--- src/include/csr_settings.svh ---
`ifndef CSR_SETTINGS_SVH
`define CSR_SETTINGS_SVH

`define CSR_XLEN 64

// machine mode csrs
`define CSR_MSTATUS  12'h300
`define CSR_MEDELEG  12'h302
`define CSR_MIDELEG  12'h303
`define CSR_MIE      12'h304
`define CSR_MTVEC    12'h305
`define CSR_MSCRATCH 12'h340
`define CSR_MEPC     12'h341
`define CSR_MCAUSE   12'h342
`define CSR_MTVAL    12'h343
`define CSR_MIP      12'h344

// supervisor mode csrs
`define CSR_SSTATUS  12'h100
`define CSR_SIE      12'h104
`define CSR_STVEC    12'h105
`define CSR_SSCRATCH 12'h140
`define CSR_SEPC     12'h141
`define CSR_SCAUSE   12'h142
`define CSR_STVAL    12'h143
`define CSR_SIP      12'h144

// counters and their user aliases
`define CSR_MCYCLE   12'hb00
`define CSR_MINSTRET 12'hb02
`define CSR_CYCLE    12'hc00
`define CSR_INSTRET  12'hc02

// mstatus fields, mpp is 12:11
`define ST_SIE    1
`define ST_MIE    3
`define ST_SPIE   5
`define ST_MPIE   7
`define ST_SPP    8
`define ST_MPP_LO 11

// interrupt bits, same as the cause codes
`define IRQ_SSI 1
`define IRQ_MSI 3
`define IRQ_STI 5
`define IRQ_MTI 7
`define IRQ_SEI 9
`define IRQ_MEI 11

`define SIE_MASK     64'h0000_0000_0000_0222
`define MIE_MASK     64'h0000_0000_0000_0aaa
`define SSTATUS_MASK 64'h0000_0000_0000_0122

`endif

--- src/csr_pkg.sv ---
`include "csr_settings.svh"

package csr_pkg;

    typedef logic [11:0] csr_addr_t;

    // encoding as in mstatus.mpp
    typedef enum logic [1:0] {
        PRIV_U = 2'b00,
        PRIV_S = 2'b01,
        PRIV_M = 2'b11
    } priv_t;

    // mcause / scause layout
    typedef struct packed {
        logic                   intr;
        logic [`CSR_XLEN-2:0]   code;
    } cause_t;

    // write port from writeback
    typedef struct packed {
        logic                   we;
        csr_addr_t              addr;
        logic [`CSR_XLEN-1:0]   wdata;
    } csr_wr_t;

endpackage

--- src/csr_trap_if.sv ---
`timescale 1ns/1ps
`include "csr_settings.svh"

interface csr_trap_if;
    import csr_pkg::*;

    // one strobe at most per cycle, taken at the next edge
    logic                   m_trap;
    logic                   s_trap;
    logic                   m_ret;
    logic                   s_ret;

    // valid only with m_trap or s_trap
    logic [`CSR_XLEN-1:0]   epc;
    cause_t                 cause;
    logic [`CSR_XLEN-1:0]   tval;

    modport ctrl (
        output m_trap, s_trap, m_ret, s_ret, epc, cause, tval
    );

    modport state (
        input m_trap, s_trap, m_ret, s_ret, epc, cause, tval
    );

endinterface

--- src/csr_status.sv ---
`timescale 1ns/1ps
`include "csr_settings.svh"

module csr_status (
    input  logic                    clk,
    input  logic                    rst,
    input  csr_pkg::csr_wr_t        wr,
    csr_trap_if.state               trap,
    output csr_pkg::priv_t          priv,
    output logic [`CSR_XLEN-1:0]    mstatus
);
    import csr_pkg::*;

    logic [1:0] mpp;
    logic       spp;
    logic       mpie;
    logic       spie;
    logic       mie;
    logic       sie;
    logic       wr_mstatus;
    logic       wr_sstatus;

    assign wr_mstatus = wr.we && wr.addr == `CSR_MSTATUS;
    assign wr_sstatus = wr.we && wr.addr == `CSR_SSTATUS;

    always_ff @(posedge clk) begin
        if (rst) begin
            priv <= PRIV_M;
            mpp  <= 2'b00;
            spp  <= 1'b0;
            mpie <= 1'b0;
            spie <= 1'b0;
            mie  <= 1'b0;
            sie  <= 1'b0;
        end else if (trap.m_trap) begin
            priv <= PRIV_M;
            mpie <= mie;
            mie  <= 1'b0;
            mpp  <= priv;
        end else if (trap.s_trap) begin
            priv <= PRIV_S;
            spie <= sie;
            sie  <= 1'b0;
            spp  <= (priv == PRIV_S);
        end else if (trap.m_ret) begin
            priv <= priv_t'(mpp);
            mie  <= mpie;
            mpie <= 1'b1;
            mpp  <= PRIV_U;
        end else if (trap.s_ret) begin
            priv <= priv_t'({1'b0, spp});
            sie  <= spie;
            spie <= 1'b1;
            spp  <= 1'b0;
        end else if (wr_mstatus) begin
            // mpp 2'b10 is reserved, old value kept
            if (wr.wdata[`ST_MPP_LO +: 2] != 2'b10) begin
                mpp <= wr.wdata[`ST_MPP_LO +: 2];
            end
            spp  <= wr.wdata[`ST_SPP];
            mpie <= wr.wdata[`ST_MPIE];
            spie <= wr.wdata[`ST_SPIE];
            mie  <= wr.wdata[`ST_MIE];
            sie  <= wr.wdata[`ST_SIE];
        end else if (wr_sstatus) begin
            spp  <= wr.wdata[`ST_SPP];
            spie <= wr.wdata[`ST_SPIE];
            sie  <= wr.wdata[`ST_SIE];
        end
    end

    always_comb begin
        mstatus                   = '0;
        mstatus[`ST_SIE]          = sie;
        mstatus[`ST_MIE]          = mie;
        mstatus[`ST_SPIE]         = spie;
        mstatus[`ST_MPIE]         = mpie;
        mstatus[`ST_SPP]          = spp;
        mstatus[`ST_MPP_LO +: 2]  = mpp;
    end

    a_priv_legal: assert property (@(posedge clk) disable iff (rst)
        priv inside {PRIV_U, PRIV_S, PRIV_M});

endmodule

--- src/csr_trap_state.sv ---
`timescale 1ns/1ps
`include "csr_settings.svh"

module csr_trap_state (
    input  logic                    clk,
    input  logic                    rst,
    input  csr_pkg::csr_wr_t        wr,
    csr_trap_if.state               trap,
    input  logic                    time_int,
    output logic [`CSR_XLEN-1:0]    mepc,
    output logic [`CSR_XLEN-1:0]    sepc,
    output logic [`CSR_XLEN-1:0]    mcause,
    output logic [`CSR_XLEN-1:0]    scause,
    output logic [`CSR_XLEN-1:0]    mtval,
    output logic [`CSR_XLEN-1:0]    stval,
    output logic [`CSR_XLEN-1:0]    mtvec,
    output logic [`CSR_XLEN-1:0]    stvec,
    output logic [`CSR_XLEN-1:0]    mscratch,
    output logic [`CSR_XLEN-1:0]    sscratch,
    output logic [`CSR_XLEN-1:0]    medeleg,
    output logic [`CSR_XLEN-1:0]    mideleg,
    output logic [`CSR_XLEN-1:0]    mie,
    output logic [`CSR_XLEN-1:0]    mip
);
    import csr_pkg::*;

    // ssip, stip and seip only
    logic [`CSR_XLEN-1:0] sip_q;

    function automatic logic hit(input csr_addr_t addr);
        return wr.we && wr.addr == addr;
    endfunction

    always_ff @(posedge clk) begin
        if (rst) begin
            mepc     <= '0;
            sepc     <= '0;
            mcause   <= '0;
            scause   <= '0;
            mtval    <= '0;
            stval    <= '0;
            mtvec    <= '0;
            stvec    <= '0;
            mscratch <= '0;
            sscratch <= '0;
            medeleg  <= '0;
            mideleg  <= '0;
            mie      <= '0;
            sip_q    <= '0;
        end else begin
            if (trap.m_trap) begin
                mepc   <= trap.epc;
                mcause <= trap.cause;
                mtval  <= trap.tval;
            end else begin
                if (hit(`CSR_MEPC))   mepc   <= wr.wdata;
                if (hit(`CSR_MCAUSE)) mcause <= wr.wdata;
                if (hit(`CSR_MTVAL))  mtval  <= wr.wdata;
            end
            if (trap.s_trap) begin
                sepc   <= trap.epc;
                scause <= trap.cause;
                stval  <= trap.tval;
            end else begin
                if (hit(`CSR_SEPC))   sepc   <= wr.wdata;
                if (hit(`CSR_SCAUSE)) scause <= wr.wdata;
                if (hit(`CSR_STVAL))  stval  <= wr.wdata;
            end
            if (hit(`CSR_MTVEC))    mtvec    <= wr.wdata;
            if (hit(`CSR_STVEC))    stvec    <= wr.wdata;
            if (hit(`CSR_MSCRATCH)) mscratch <= wr.wdata;
            if (hit(`CSR_SSCRATCH)) sscratch <= wr.wdata;
            if (hit(`CSR_MEDELEG))  medeleg  <= wr.wdata;
            // only supervisor interrupts can be delegated
            if (hit(`CSR_MIDELEG))  mideleg  <= wr.wdata & `SIE_MASK;
            if (hit(`CSR_MIE)) begin
                mie <= wr.wdata & `MIE_MASK;
            end else if (hit(`CSR_SIE)) begin
                mie <= (mie & ~`SIE_MASK) | (wr.wdata & `SIE_MASK);
            end
            if (hit(`CSR_MIP) || hit(`CSR_SIP)) begin
                sip_q <= wr.wdata & `SIE_MASK;
            end
        end
    end

    // mtip straight from the timer, msip and meip tied low
    always_comb begin
        mip           = sip_q;
        mip[`IRQ_MTI] = time_int;
    end

endmodule

--- src/csr_trap_ctrl.sv ---
`timescale 1ns/1ps
`include "csr_settings.svh"

module csr_trap_ctrl (
    input  csr_pkg::priv_t          priv,
    input  logic [`CSR_XLEN-1:0]    mstatus,
    input  logic [`CSR_XLEN-1:0]    mie,
    input  logic [`CSR_XLEN-1:0]    mip,
    input  logic [`CSR_XLEN-1:0]    mideleg,
    input  logic [`CSR_XLEN-1:0]    medeleg,
    input  logic [`CSR_XLEN-1:0]    mtvec,
    input  logic [`CSR_XLEN-1:0]    stvec,
    input  logic [`CSR_XLEN-1:0]    mepc,
    input  logic [`CSR_XLEN-1:0]    sepc,
    input  logic [`CSR_XLEN-1:0]    pc_wb,
    input  logic                    valid_wb,
    input  logic                    except_valid,
    input  logic [`CSR_XLEN-1:0]    except_cause,
    input  logic [`CSR_XLEN-1:0]    except_tval,
    input  logic [1:0]              ret_wb,
    csr_trap_if.ctrl                trap,
    output logic                    switch_mode,
    output logic [`CSR_XLEN-1:0]    pc_csr
);
    import csr_pkg::*;

    logic [`CSR_XLEN-1:0]   pending;
    logic [`CSR_XLEN-1:0]   en_m;
    logic [`CSR_XLEN-1:0]   en_s;
    logic [`CSR_XLEN-1:0]   en_all;
    logic                   m_ok;
    logic                   s_ok;
    logic                   interrupt;
    logic [5:0]             irq_code;
    cause_t                 int_cause;
    logic                   s_int;
    logic                   s_exc;
    logic                   m_trap;
    logic                   s_trap;
    logic                   m_ret;
    logic                   s_ret;

    assign pending = mie & mip;
    assign m_ok    = (priv == PRIV_M && mstatus[`ST_MIE]) || priv != PRIV_M;
    assign s_ok    = (priv == PRIV_S && mstatus[`ST_SIE]) || priv == PRIV_U;
    assign en_m    = pending & ~mideleg & {`CSR_XLEN{m_ok}};
    assign en_s    = pending & mideleg & {`CSR_XLEN{s_ok}};
    assign en_all  = en_m | en_s;
    assign interrupt = |en_all;

    // fixed order: MEI MSI MTI SEI SSI STI
    always_comb begin
        irq_code = '0;
        if (en_all[`IRQ_MEI])      irq_code = 6'(`IRQ_MEI);
        else if (en_all[`IRQ_MSI]) irq_code = 6'(`IRQ_MSI);
        else if (en_all[`IRQ_MTI]) irq_code = 6'(`IRQ_MTI);
        else if (en_all[`IRQ_SEI]) irq_code = 6'(`IRQ_SEI);
        else if (en_all[`IRQ_SSI]) irq_code = 6'(`IRQ_SSI);
        else if (en_all[`IRQ_STI]) irq_code = 6'(`IRQ_STI);
    end

    assign int_cause.intr = 1'b1;
    assign int_cause.code = {{(`CSR_XLEN-7){1'b0}}, irq_code};

    assign s_int  = en_s[irq_code] && valid_wb;
    assign s_exc  = !interrupt && except_valid && medeleg[except_cause[5:0]];
    assign s_trap = (s_int || s_exc) && priv == PRIV_S;
    assign m_trap = ((interrupt && valid_wb) || except_valid) && !s_trap;
    // mret wins if both return bits are set
    assign m_ret  = ret_wb[1] && !m_trap && !s_trap;
    assign s_ret  = ret_wb[0] && !ret_wb[1] && !m_trap && !s_trap;

    assign trap.m_trap = m_trap;
    assign trap.s_trap = s_trap;
    assign trap.m_ret  = m_ret;
    assign trap.s_ret  = s_ret;
    assign trap.epc    = pc_wb;
    assign trap.cause  = interrupt ? int_cause : cause_t'(except_cause);
    assign trap.tval   = interrupt ? '0 : except_tval;

    assign switch_mode = m_trap || s_trap || m_ret || s_ret;
    assign pc_csr = m_trap ? mtvec :
                    s_trap ? stvec :
                    m_ret  ? mepc  :
                    s_ret  ? sepc  : '0;

endmodule

--- src/csr_counters.sv ---
`timescale 1ns/1ps
`include "csr_settings.svh"

module csr_counters (
    input  logic                    clk,
    input  logic                    rst,
    input  csr_pkg::csr_wr_t        wr,
    input  logic                    valid_wb,
    input  logic                    switch_mode,
    output logic [`CSR_XLEN-1:0]    mcycle,
    output logic [`CSR_XLEN-1:0]    minstret
);
    import csr_pkg::*;

    always_ff @(posedge clk) begin
        if (rst) begin
            mcycle   <= '0;
            minstret <= '0;
        end else begin
            if (wr.we && wr.addr == `CSR_MCYCLE) begin
                mcycle <= wr.wdata;
            end else begin
                mcycle <= mcycle + `CSR_XLEN'(1);
            end
            // trapped or returning instructions do not retire
            if (wr.we && wr.addr == `CSR_MINSTRET) begin
                minstret <= wr.wdata;
            end else if (valid_wb && !switch_mode) begin
                minstret <= minstret + `CSR_XLEN'(1);
            end
        end
    end

endmodule

--- src/csr_read_mux.sv ---
`timescale 1ns/1ps
`include "csr_settings.svh"

module csr_read_mux (
    input  csr_pkg::csr_addr_t      raddr,
    input  logic [`CSR_XLEN-1:0]    mstatus,
    input  logic [`CSR_XLEN-1:0]    mepc,
    input  logic [`CSR_XLEN-1:0]    sepc,
    input  logic [`CSR_XLEN-1:0]    mcause,
    input  logic [`CSR_XLEN-1:0]    scause,
    input  logic [`CSR_XLEN-1:0]    mtval,
    input  logic [`CSR_XLEN-1:0]    stval,
    input  logic [`CSR_XLEN-1:0]    mtvec,
    input  logic [`CSR_XLEN-1:0]    stvec,
    input  logic [`CSR_XLEN-1:0]    mscratch,
    input  logic [`CSR_XLEN-1:0]    sscratch,
    input  logic [`CSR_XLEN-1:0]    medeleg,
    input  logic [`CSR_XLEN-1:0]    mideleg,
    input  logic [`CSR_XLEN-1:0]    mie,
    input  logic [`CSR_XLEN-1:0]    mip,
    input  logic [`CSR_XLEN-1:0]    mcycle,
    input  logic [`CSR_XLEN-1:0]    minstret,
    output logic [`CSR_XLEN-1:0]    rdata
);
    import csr_pkg::*;

    always_comb begin
        case (raddr)
            `CSR_MSTATUS:  rdata = mstatus;
            `CSR_MEDELEG:  rdata = medeleg;
            `CSR_MIDELEG:  rdata = mideleg;
            `CSR_MIE:      rdata = mie;
            `CSR_MTVEC:    rdata = mtvec;
            `CSR_MSCRATCH: rdata = mscratch;
            `CSR_MEPC:     rdata = mepc;
            `CSR_MCAUSE:   rdata = mcause;
            `CSR_MTVAL:    rdata = mtval;
            `CSR_MIP:      rdata = mip;
            // supervisor views of the machine registers
            `CSR_SSTATUS:  rdata = mstatus & `SSTATUS_MASK;
            `CSR_SIE:      rdata = mie & `SIE_MASK;
            `CSR_SIP:      rdata = mip & `SIE_MASK;
            `CSR_STVEC:    rdata = stvec;
            `CSR_SSCRATCH: rdata = sscratch;
            `CSR_SEPC:     rdata = sepc;
            `CSR_SCAUSE:   rdata = scause;
            `CSR_STVAL:    rdata = stval;
            `CSR_MCYCLE,
            `CSR_CYCLE:    rdata = mcycle;
            `CSR_MINSTRET,
            `CSR_INSTRET:  rdata = minstret;
            default:       rdata = '0;
        endcase
    end

endmodule

--- src/csr_top.sv ---
`timescale 1ns/1ps
`include "csr_settings.svh"

module csr_top (
    input  logic                    clk,
    input  logic                    rst,
    input  logic                    csr_we,
    input  logic [11:0]             csr_waddr,
    input  logic [`CSR_XLEN-1:0]    csr_wdata,
    input  logic [11:0]             csr_raddr,
    output logic [`CSR_XLEN-1:0]    csr_rdata,
    input  logic [`CSR_XLEN-1:0]    pc_wb,
    input  logic                    valid_wb,
    input  logic                    except_valid,
    input  logic [`CSR_XLEN-1:0]    except_cause,
    input  logic [`CSR_XLEN-1:0]    except_tval,
    input  logic [1:0]              ret_wb,
    input  logic                    time_int,
    output logic [1:0]              priv,
    output logic                    switch_mode,
    output logic [`CSR_XLEN-1:0]    pc_csr
);
    import csr_pkg::*;

    csr_wr_t                wr;
    priv_t                  cur_priv;
    logic [`CSR_XLEN-1:0]   mstatus;
    logic [`CSR_XLEN-1:0]   mepc, sepc, mcause, scause, mtval, stval;
    logic [`CSR_XLEN-1:0]   mtvec, stvec, mscratch, sscratch;
    logic [`CSR_XLEN-1:0]   medeleg, mideleg, mie, mip;
    logic [`CSR_XLEN-1:0]   mcycle, minstret;

    csr_trap_if trap_bus ();

    assign wr.we    = csr_we;
    assign wr.addr  = csr_waddr;
    assign wr.wdata = csr_wdata;
    assign priv     = cur_priv;

    csr_status u_status (
        .clk, .rst, .wr, .trap(trap_bus.state), .priv(cur_priv), .mstatus
    );

    csr_trap_state u_trap_state (
        .clk, .rst, .wr, .trap(trap_bus.state), .time_int,
        .mepc, .sepc, .mcause, .scause, .mtval, .stval, .mtvec, .stvec,
        .mscratch, .sscratch, .medeleg, .mideleg, .mie, .mip
    );

    csr_trap_ctrl u_trap_ctrl (
        .priv(cur_priv), .mstatus, .mie, .mip, .mideleg, .medeleg,
        .mtvec, .stvec, .mepc, .sepc,
        .pc_wb, .valid_wb, .except_valid, .except_cause, .except_tval, .ret_wb,
        .trap(trap_bus.ctrl), .switch_mode, .pc_csr
    );

    csr_counters u_counters (
        .clk, .rst, .wr, .valid_wb, .switch_mode, .mcycle, .minstret
    );

    csr_read_mux u_read_mux (
        .raddr(csr_raddr), .mstatus, .mepc, .sepc, .mcause, .scause,
        .mtval, .stval, .mtvec, .stvec, .mscratch, .sscratch,
        .medeleg, .mideleg, .mie, .mip, .mcycle, .minstret,
        .rdata(csr_rdata)
    );

endmodule

--- config.mk ---
export PLATFORM = sky130hd
export DESIGN_NAME = csr_top
export DESIGN_NICKNAME = d
export VERILOG_FILES = /design/src/csr_pkg.sv /design/src/csr_trap_if.sv /design/src/csr_status.sv /design/src/csr_trap_state.sv /design/src/csr_trap_ctrl.sv /design/src/csr_counters.sv /design/src/csr_read_mux.sv /design/src/csr_top.sv
export VERILOG_INCLUDE_DIRS = /design/src /design/src/include
export SDC_FILE = /design/constraint.sdc
export NUM_CORES = 2
export LEC_CHECK = 0
export BUFFER_PORTS_ARGS = -buffer_cell sky130_fd_sc_hd__buf_2
export CAP_MARGIN = 15
export CELL_PAD_IN_SITES_DETAIL_PLACEMENT = 0
export CELL_PAD_IN_SITES_GLOBAL_PLACEMENT = 1
export CORE_MARGIN = 5
export CORE_UTILIZATION = 41
export DETAILED_ROUTE_END_ITERATION = 10
export PLACE_DENSITY = 0.83
export SYNTH_ARGS = -nofsm -noshare
export SYNTH_HDL_FRONTEND = slang
export SYNTH_SLANG_ARGS = --single-unit
export TNS_END_PERCENT = 30
--- constraint.sdc ---
create_clock -name clk -period 4.85 [get_ports clk]
set_input_delay 1.455 -clock clk [delete_from_list [all_inputs] [get_ports clk]]
set_output_delay 1.455 -clock clk [all_outputs]
set_load 0.05 [all_outputs]
=== Word level (Yosys, flattened, before mapping) ===
Cells that the tools add are included.

* Register bits after elaboration: 911
* Bits in latches: 0
* Bits in writable memories: 0
* Memory bits (read-only): 0
* Logic and storage cells: 227
* Memories: 0

* $add $sub $neg: 2
* Multiply operators: 0
* Div/mod/pow operators: 0
* Order comparisons: 2
* Eq/ne operators: 50
* Shift operators: 0
* Mux-type cells: 66
* Bitwise gates (word level): 10
* Reductions and logical operators: 72

{| class="wikitable"
|+ Operators by type and width
! operator !! number
|-
| $mux 64 || 21
|-
| $pmux 64 s20 || 1
|-
| $eq 12x10->1 const B || 20
|-
| $and 64x64->64 || 3
|-
| $eq 12x9->1 const B || 16
|-
| $add 64x1->64 const B || 2
|-
| $and 64x10->64 || 2
|-
| $eq 12x12->1 const B || 6
|-
| $not 10->64 || 1
|-
| $or 64x10->64 || 1
|-
| $or 64x64->64 || 1
|-
| $reduce_or 64->1 || 1
|-
| $logic_and 1x1->1 || 34
|-
| $mux 6 || 5
|-
| $mux 1 || 25
|-
| $mux 12 || 2
|-
| $reduce_bool 2->1 || 10
|-
| $mux 2 || 9
|-
| $lt 6x7->1 const B || 2
|-
| $bmux 1 s6 || 2
|-
| $reduce_and 3->1 || 3
|-
| $reduce_bool 3->1 || 3
|-
| $logic_or 1x1->1 || 8
|-
| $reduce_or 2->1 || 4
|-
| 12 further kinds || 20
|}

=== Depth between registers and ports, before layout ===
* Depth in word-level cells: 27
* Mapped depth: 12

=== By module ===
A second synthesis with hierarchy kept.

* Cells, all modules: 6780
* Area total of the unflattened synthesis: 53412.5 um2

{| class="wikitable"
|+ Modules (own cells, without submodules)
! module !! instances !! cells an instance !! area each (um2)
|-
| csr_trap_state || 1 || 3756 || 31023.5
|-
| csr_read_mux || 1 || 1307 || 9414.0
|-
| csr_counters || 1 || 876 || 7111.8
|-
| csr_trap_ctrl || 1 || 706 || 4814.6
|-
| csr_status || 1 || 135 || 1048.5
|}

=== Worst setup path before layout ===
No wires, ideal clock.

* Path type: in2out
* Start: in except_cause[0]
* End: out pc_csr[55]
* Arrival: 3.898 ns
* Data required time: 3.395 ns
* Setup slack: -0.503 ns
* Cell stages on the path: 10
* Cells stage by stage: buf_2 -> mux4_2 -> o2bb2ai_1 -> a311oi_1 -> or4b_4 -> nand3_2 -> buf_2 -> buf_2 -> nand3_1 -> nand3_1

* Word-level cells in the longest chain between the ends: 14
* Elaborated cells between the ends (all ways): 16
* Those cells by class: mux (6); reduce/logical (10)

{| class="wikitable"
|+ RTL lines
! item !! RTL line !! source
|-
| start, declared || csr_top.sv:15 || <nowiki>input logic [`CSR_XLEN-1:0] except_cause,</nowiki>
|-
| $bmux 1 s6 * || csr_trap_ctrl.sv:66 || <nowiki>assign s_exc = !interrupt && except_valid && medeleg[except_cause[5:0]];</nowiki>
|-
| $mux 1 (implied by the code) * || csr_trap_ctrl.sv:66 ||
|-
| $logic_and 1x1->1 * || csr_trap_ctrl.sv:66 ||
|-
| $logic_or 1x1->1 * || csr_trap_ctrl.sv:67 || <nowiki>assign s_trap = (s_int || s_exc) && priv == PRIV_S;</nowiki>
|-
| $logic_and 1x1->1 * || csr_trap_ctrl.sv:67 ||
|-
| $logic_not 1->1 || csr_trap_ctrl.sv:68, csr_trap_ctrl.sv:70, csr_trap_ctrl.sv:71 ||
|-
| $logic_and 1x1->1 || csr_trap_ctrl.sv:68 || <nowiki>assign m_trap = ((interrupt && valid_wb) || except_valid) && !s_trap;</nowiki>
|-
| $logic_not 1->1 || csr_trap_ctrl.sv:70, csr_trap_ctrl.sv:71 ||
|-
| $logic_and 1x1->1 (2 in series) || csr_trap_ctrl.sv:71 || <nowiki>assign s_ret = ret_wb[0] && !ret_wb[1] && !m_trap && !s_trap;</nowiki>
|-
| $mux 64 || csr_trap_ctrl.sv:85 || <nowiki>s_ret ? sepc : '0;</nowiki>
|-
| $mux 64 || csr_trap_ctrl.sv:84 || <nowiki>m_ret ? mepc :</nowiki>
|-
| $mux 64 || csr_trap_ctrl.sv:83 || <nowiki>s_trap ? stvec :</nowiki>
|-
| $mux 64 * || csr_trap_ctrl.sv:82 || <nowiki>assign pc_csr = m_trap ? mtvec :</nowiki>
|-
| end, declared || csr_top.sv:21 || <nowiki>output logic [`CSR_XLEN-1:0] pc_csr</nowiki>
|}

Every way passes the cells marked *; elsewhere a longest branch is shown, timed or not. The select of a mux whose other input is x is not followed.

=== Worst setup path after layout ===
* Start: in except_cause[1]
* End: out pc_csr[16]

Same word-level chain as after synthesis.

==> flow_metrics.py <==
metrics = {
    "status": {
        "run_status": "finished with violations",
        "violations": "negative setup slack",
    },
    "place": {
        "gp_congestion": 0.908,
        "post-place-ws_ns": -0.632,
        "place_hpwl_mm": 129,
        "placed_cell_area_um2": 50600,
        "io_buffers": 418,
    },
    "timing": {
        "tns_ns": -24.76,
        "fin_worst_skew_ns": 0.0221,
        "setup_viol": 94,
        "finalHoldViolations": 0,
        "rsz0062_at_grt": "yes",
        "relSlewSlack_pct": 15.9,
        "maxSlewViolCount": 0,
        "max_freq_ghz": 0.189,
        "min_period_over_period_pct": 109,
        "period_needed_ns": 5.30,
        "tightest_slew_ns": 1.25,
        "fin_ws_ns": -0.446,
    },
    "finish": {
        "drive_gt1_share_pct": 21.2,
        "post-route-util_pct": 52.8,
        "area_growth_pct": 27.5,
        "nFillCells": 9758,
        "nNetsFinal": 5884,
        "fin_area_um2": 55800,
    },
    "critical_path": {
        "path_max_fanout": 5,
        "cp.required_ns": 3.39,
        "cp_cell_sequence": "buf_12 > mux4_2 > mux2i_2 > o22ai_2 > or4b_4 > nand3_4 > buf_12 > buf_12 > clkbuf_16 > nand3_2 > nand3_4 > buf_8",
        "rrSetupSlack_ns": 1.10,
        "end_kind": "output pin",
        "cp_slowest_cell": "mux4_2",
        "rr_endpoint": "u_counters.minstret[57]$_SDFFE_PP0P_",
        "crit_top_cell": "buf_12",
        "critical_path_class": "input port to output pin",
        "worst-path-buf-inv": 5,
        "r2r_cells": 8,
        "critPathLaunchType": "input port",
        "critPathArrivalTime_ns": 3.84,
        "r2r_start": "u_counters.minstret[10]$_SDFFE_PP0P_",
        "crit_family": "simple AND/OR/NAND/NOR gates",
        "cpPeakStageDelay_ns": 0.52,
    },
    "floorplanning": {
        "start_util_pct": 41.4,
        "core_area_um2": 106000,
        "die-area_um2": 113000,
        "die_y_um": 337,
        "top_level_ports": 419,
        "rows": 119,
        "dieWidth_um": 337,
    },
    "clock_tree": {
        "cts.clk_slew.worst_paths_ns": 0.06,
        "tritoncts": "built",
        "postCtsHoldBufs": 0,
        "cts_htree_levels": 3,
        "cts_buffers": 97,
        "clk_latency_ns": 0.68,
        "cts_sinks": 853,
        "cts_root_buf": "clkbuf_16",
        "cts-root-to-sink-buffers": 3,
    },
    "yosys": {
        "synth_cell_types": 71,
        "synth_area_um2": 43800,
        "synthesis.nets": 5576,
        "netlist_instances": 5286,
        "yosys_warnings": 0,
        "synth_edf_count": 0,
        "syn_avg_cell_area_um2": 8.28,
        "async_flop_share_pct": 0,
        "synth_ff_type": "dfxtp_1",
        "synth_seq_cells": 853,
        "synth-seq-area-share_pct": 39.0,
    },
    "power_and_ir_drop": {
        "fin_total_pwr_mw": 16.4,
        "p_leak_nw": 20.2,
        "power_frac_seq_pct": 44.2,
        "combPwrFrac_pct": 9.1,
        "switchingPower_mw": 4.22,
        "clock_power_share_pct": 46.7,
        "p_per_area_nw_per_um2": 294,
        "vdd_drop_max_v": 0.000255,
        "netSwitchingFraction_pct": 25.7,
        "p_int_mw": 12.2,
    },
    "detailed_routing": {
        "viasPerCell": 6.47,
        "drc": 0,
        "wl_per_cell_um": 27.8,
        "dr.pass1.iters": 10,
        "via_count": 45700,
        "drt_iter0_drc": 6017,
        "ant_nets": 0,
        "wl_mm": 196,
    },
    "job": {
        "drv_cap": 0,
    },
    "global_route": {
        "first_global_vias": 43300,
        "grt_max_degree": 196,
        "grt_overflow": 0,
        "grt_pass1_wl_mm": 285,
        "antenna_found_initial": 11,
        "gr-usage-all-layers_pct": 32.7,
    },
    "min_path": {
        "holdCritStartpoint": "u_trap_state.mscratch[49]$_SDFFE_PP0P_",
        "whs_endpoint": "u_trap_state.mscratch[49]$_SDFFE_PP0P_",
        "worstHoldPathType": "flip-flop to flip-flop",
        "min_path_cells": 2,
    },
}
## area by class of cell
class | count | area, um^2 | share of cell area, %
sequential | 853 | 17100 | 30.6
antenna | 6 | 15.0 | 0.0269
timing repair buffer | 779 | 7480 | 13.4
clock buffer | 146 | 2870 | 5.15
tap | 1391 | 1740 | 3.12
multi-input combinational | 3838 | 26200 | 46.9
clock inverter | 29 | 384 | 0.688
inverter | 25 | 93.8 | 0.168
## timing repair
item,4_1_cts,5_1_grt
setup buffers,24,14
setup endpoints to repair,127,128
resized for setup,273,103
cloned,9,2
pin swaps,57,43
## synthesized netlist by cell type (7+ instances only)
cell | n | share of area [%]
and3_1 | 42 | 0.60
a222oi_1 | 70 | 1.6
mux2i_1 | 476 | 11
a211oi_2 | 20 | 0.57
inv_1 | 25 | 0.21
buf_1 | 15 | 0.13
buf_6 | 7 | 0.18
dfxtp_1 | 853 | 39
and4_1 | 16 | 0.32
a311oi_1 | 23 | 0.46
nand4_1 | 231 | 3.3
a221o_1 | 14 | 0.32
a22o_1 | 65 | 1.3
o21ai_0 | 80 | 0.91
buf_2 | 83 | 0.95
a21oi_1 | 350 | 4.0
nor4_1 | 8 | 0.11
nand3_1 | 297 | 3.4
a22oi_1 | 72 | 1.2
mux4_2 | 7 | 0.36
nor2b_1 | 11 | 0.16
a211oi_1 | 222 | 3.8
nor2_1 | 262 | 2.2
xor2_1 | 68 | 1.4
or3_1 | 27 | 0.39
nand2_1 | 878 | 7.5
nand2b_1 | 7 | 0.10
o31ai_1 | 256 | 4.4
a221oi_1 | 122 | 2.4
clkbuf_1 | 460 | 3.9
nor3_1 | 86 | 0.98
and2_1 | 12 | 0.17
xnor2_1 | 37 | 0.74
## power by group through the flow
stage	logic (mW)	registers [mW]	clock network, mW
2_1_floorplan	0.769	7.38	0
3_3_place_gp	1.35	7.41	0
3_5_place_dp	1.37	7.42	0
4_1_cts	1.45	7.26	7.71
5_1_grt	1.56	7.28	7.98
6_report	1.50	7.27	7.67
## worst min-delay path, cell delays in order (launching register included)
cell and delay [ns]:
dfxtp_1 0.31, nand2_1 0.05, a21oi_1 0.05
## worst max path at each step
stage / start / endpoint / depth (start not counted)
4_1_cts: except_cause[1] / pc_csr[18] / 12
6_report: except_cause[1] / pc_csr[16] / 12
2_1_floorplan: except_cause[0] / pc_csr[14] / 10
3_3_place_gp: except_cause[1] / pc_csr[36] / 13
3_5_place_dp: except_cause[1] / pc_csr[37] / 13
5_1_grt: except_cause[0] / pc_csr[19] / 12
## cells in the final DEF, fill, tap and decap left out, types with 37 or more instances in the layout
| master | n |
|---|---|
| dfxtp_1 | 853 |
| nand2_1 | 850 |
| mux2i_1 | 471 |
| a21oi_1 | 348 |
| buf_2 | 289 |
| o31ai_1 | 256 |
| buf_4 | 255 |
| nor2_1 | 245 |
| nand4_1 | 231 |
| a211oi_1 | 222 |
| nand3_1 | 192 |
| buf_12 | 125 |
| clkbuf_16 | 101 |
| a221oi_1 | 94 |
| nand3_4 | 88 |
| nor3_1 | 81 |
| o21ai_0 | 76 |
| a222oi_1 | 70 |
| a22oi_1 | 70 |
| xor2_1 | 68 |
| a22o_1 | 64 |
| buf_8 | 48 |
| buf_6 | 47 |
| and3_1 | 41 |
| xnor2_1 | 37 |
## cell families after synthesis
| kind of cell | Yosys count | synth area share, % |
|---|---|---|
| AOI/OAI and AO/OA | 1322 | 21.6 |
| xor gates and xnor gates | 105 | 2.10 |
| adders and majority gates | 2 | 0.0572 |
| buffers and inverters | 595 | 5.50 |
| DFF | 853 | 39.0 |
| muxes | 484 | 11.3 |
| and+or+nand+nor | 1925 | 20.5 |
## stage by stage
| stage | hold slack (ns) | cells |
|---|---|---|
| after floorplan | 0.436 | 5286 |
| after global placement | 0.441 | 6841 |
| after detailed placement | 0.446 | 6841 |
| after CTS | 0.455 | 7046 |
| after global routing | 0.469 | 7064 |
| final | 0.455 | 7067 |
## layer usage
metal / wire length [um] / GRT usage (%) / vias to the layer above
met2: 90000 / 52.1 / 2794
li1: - / - / 20200
met5: 51 / 0 / -
met3: 19800 / 5.82 / 514
met1: 77500 / 43.4 / 22100
met4: 8960 / 14.7 / 8
(Power assumes the default switching activity.)
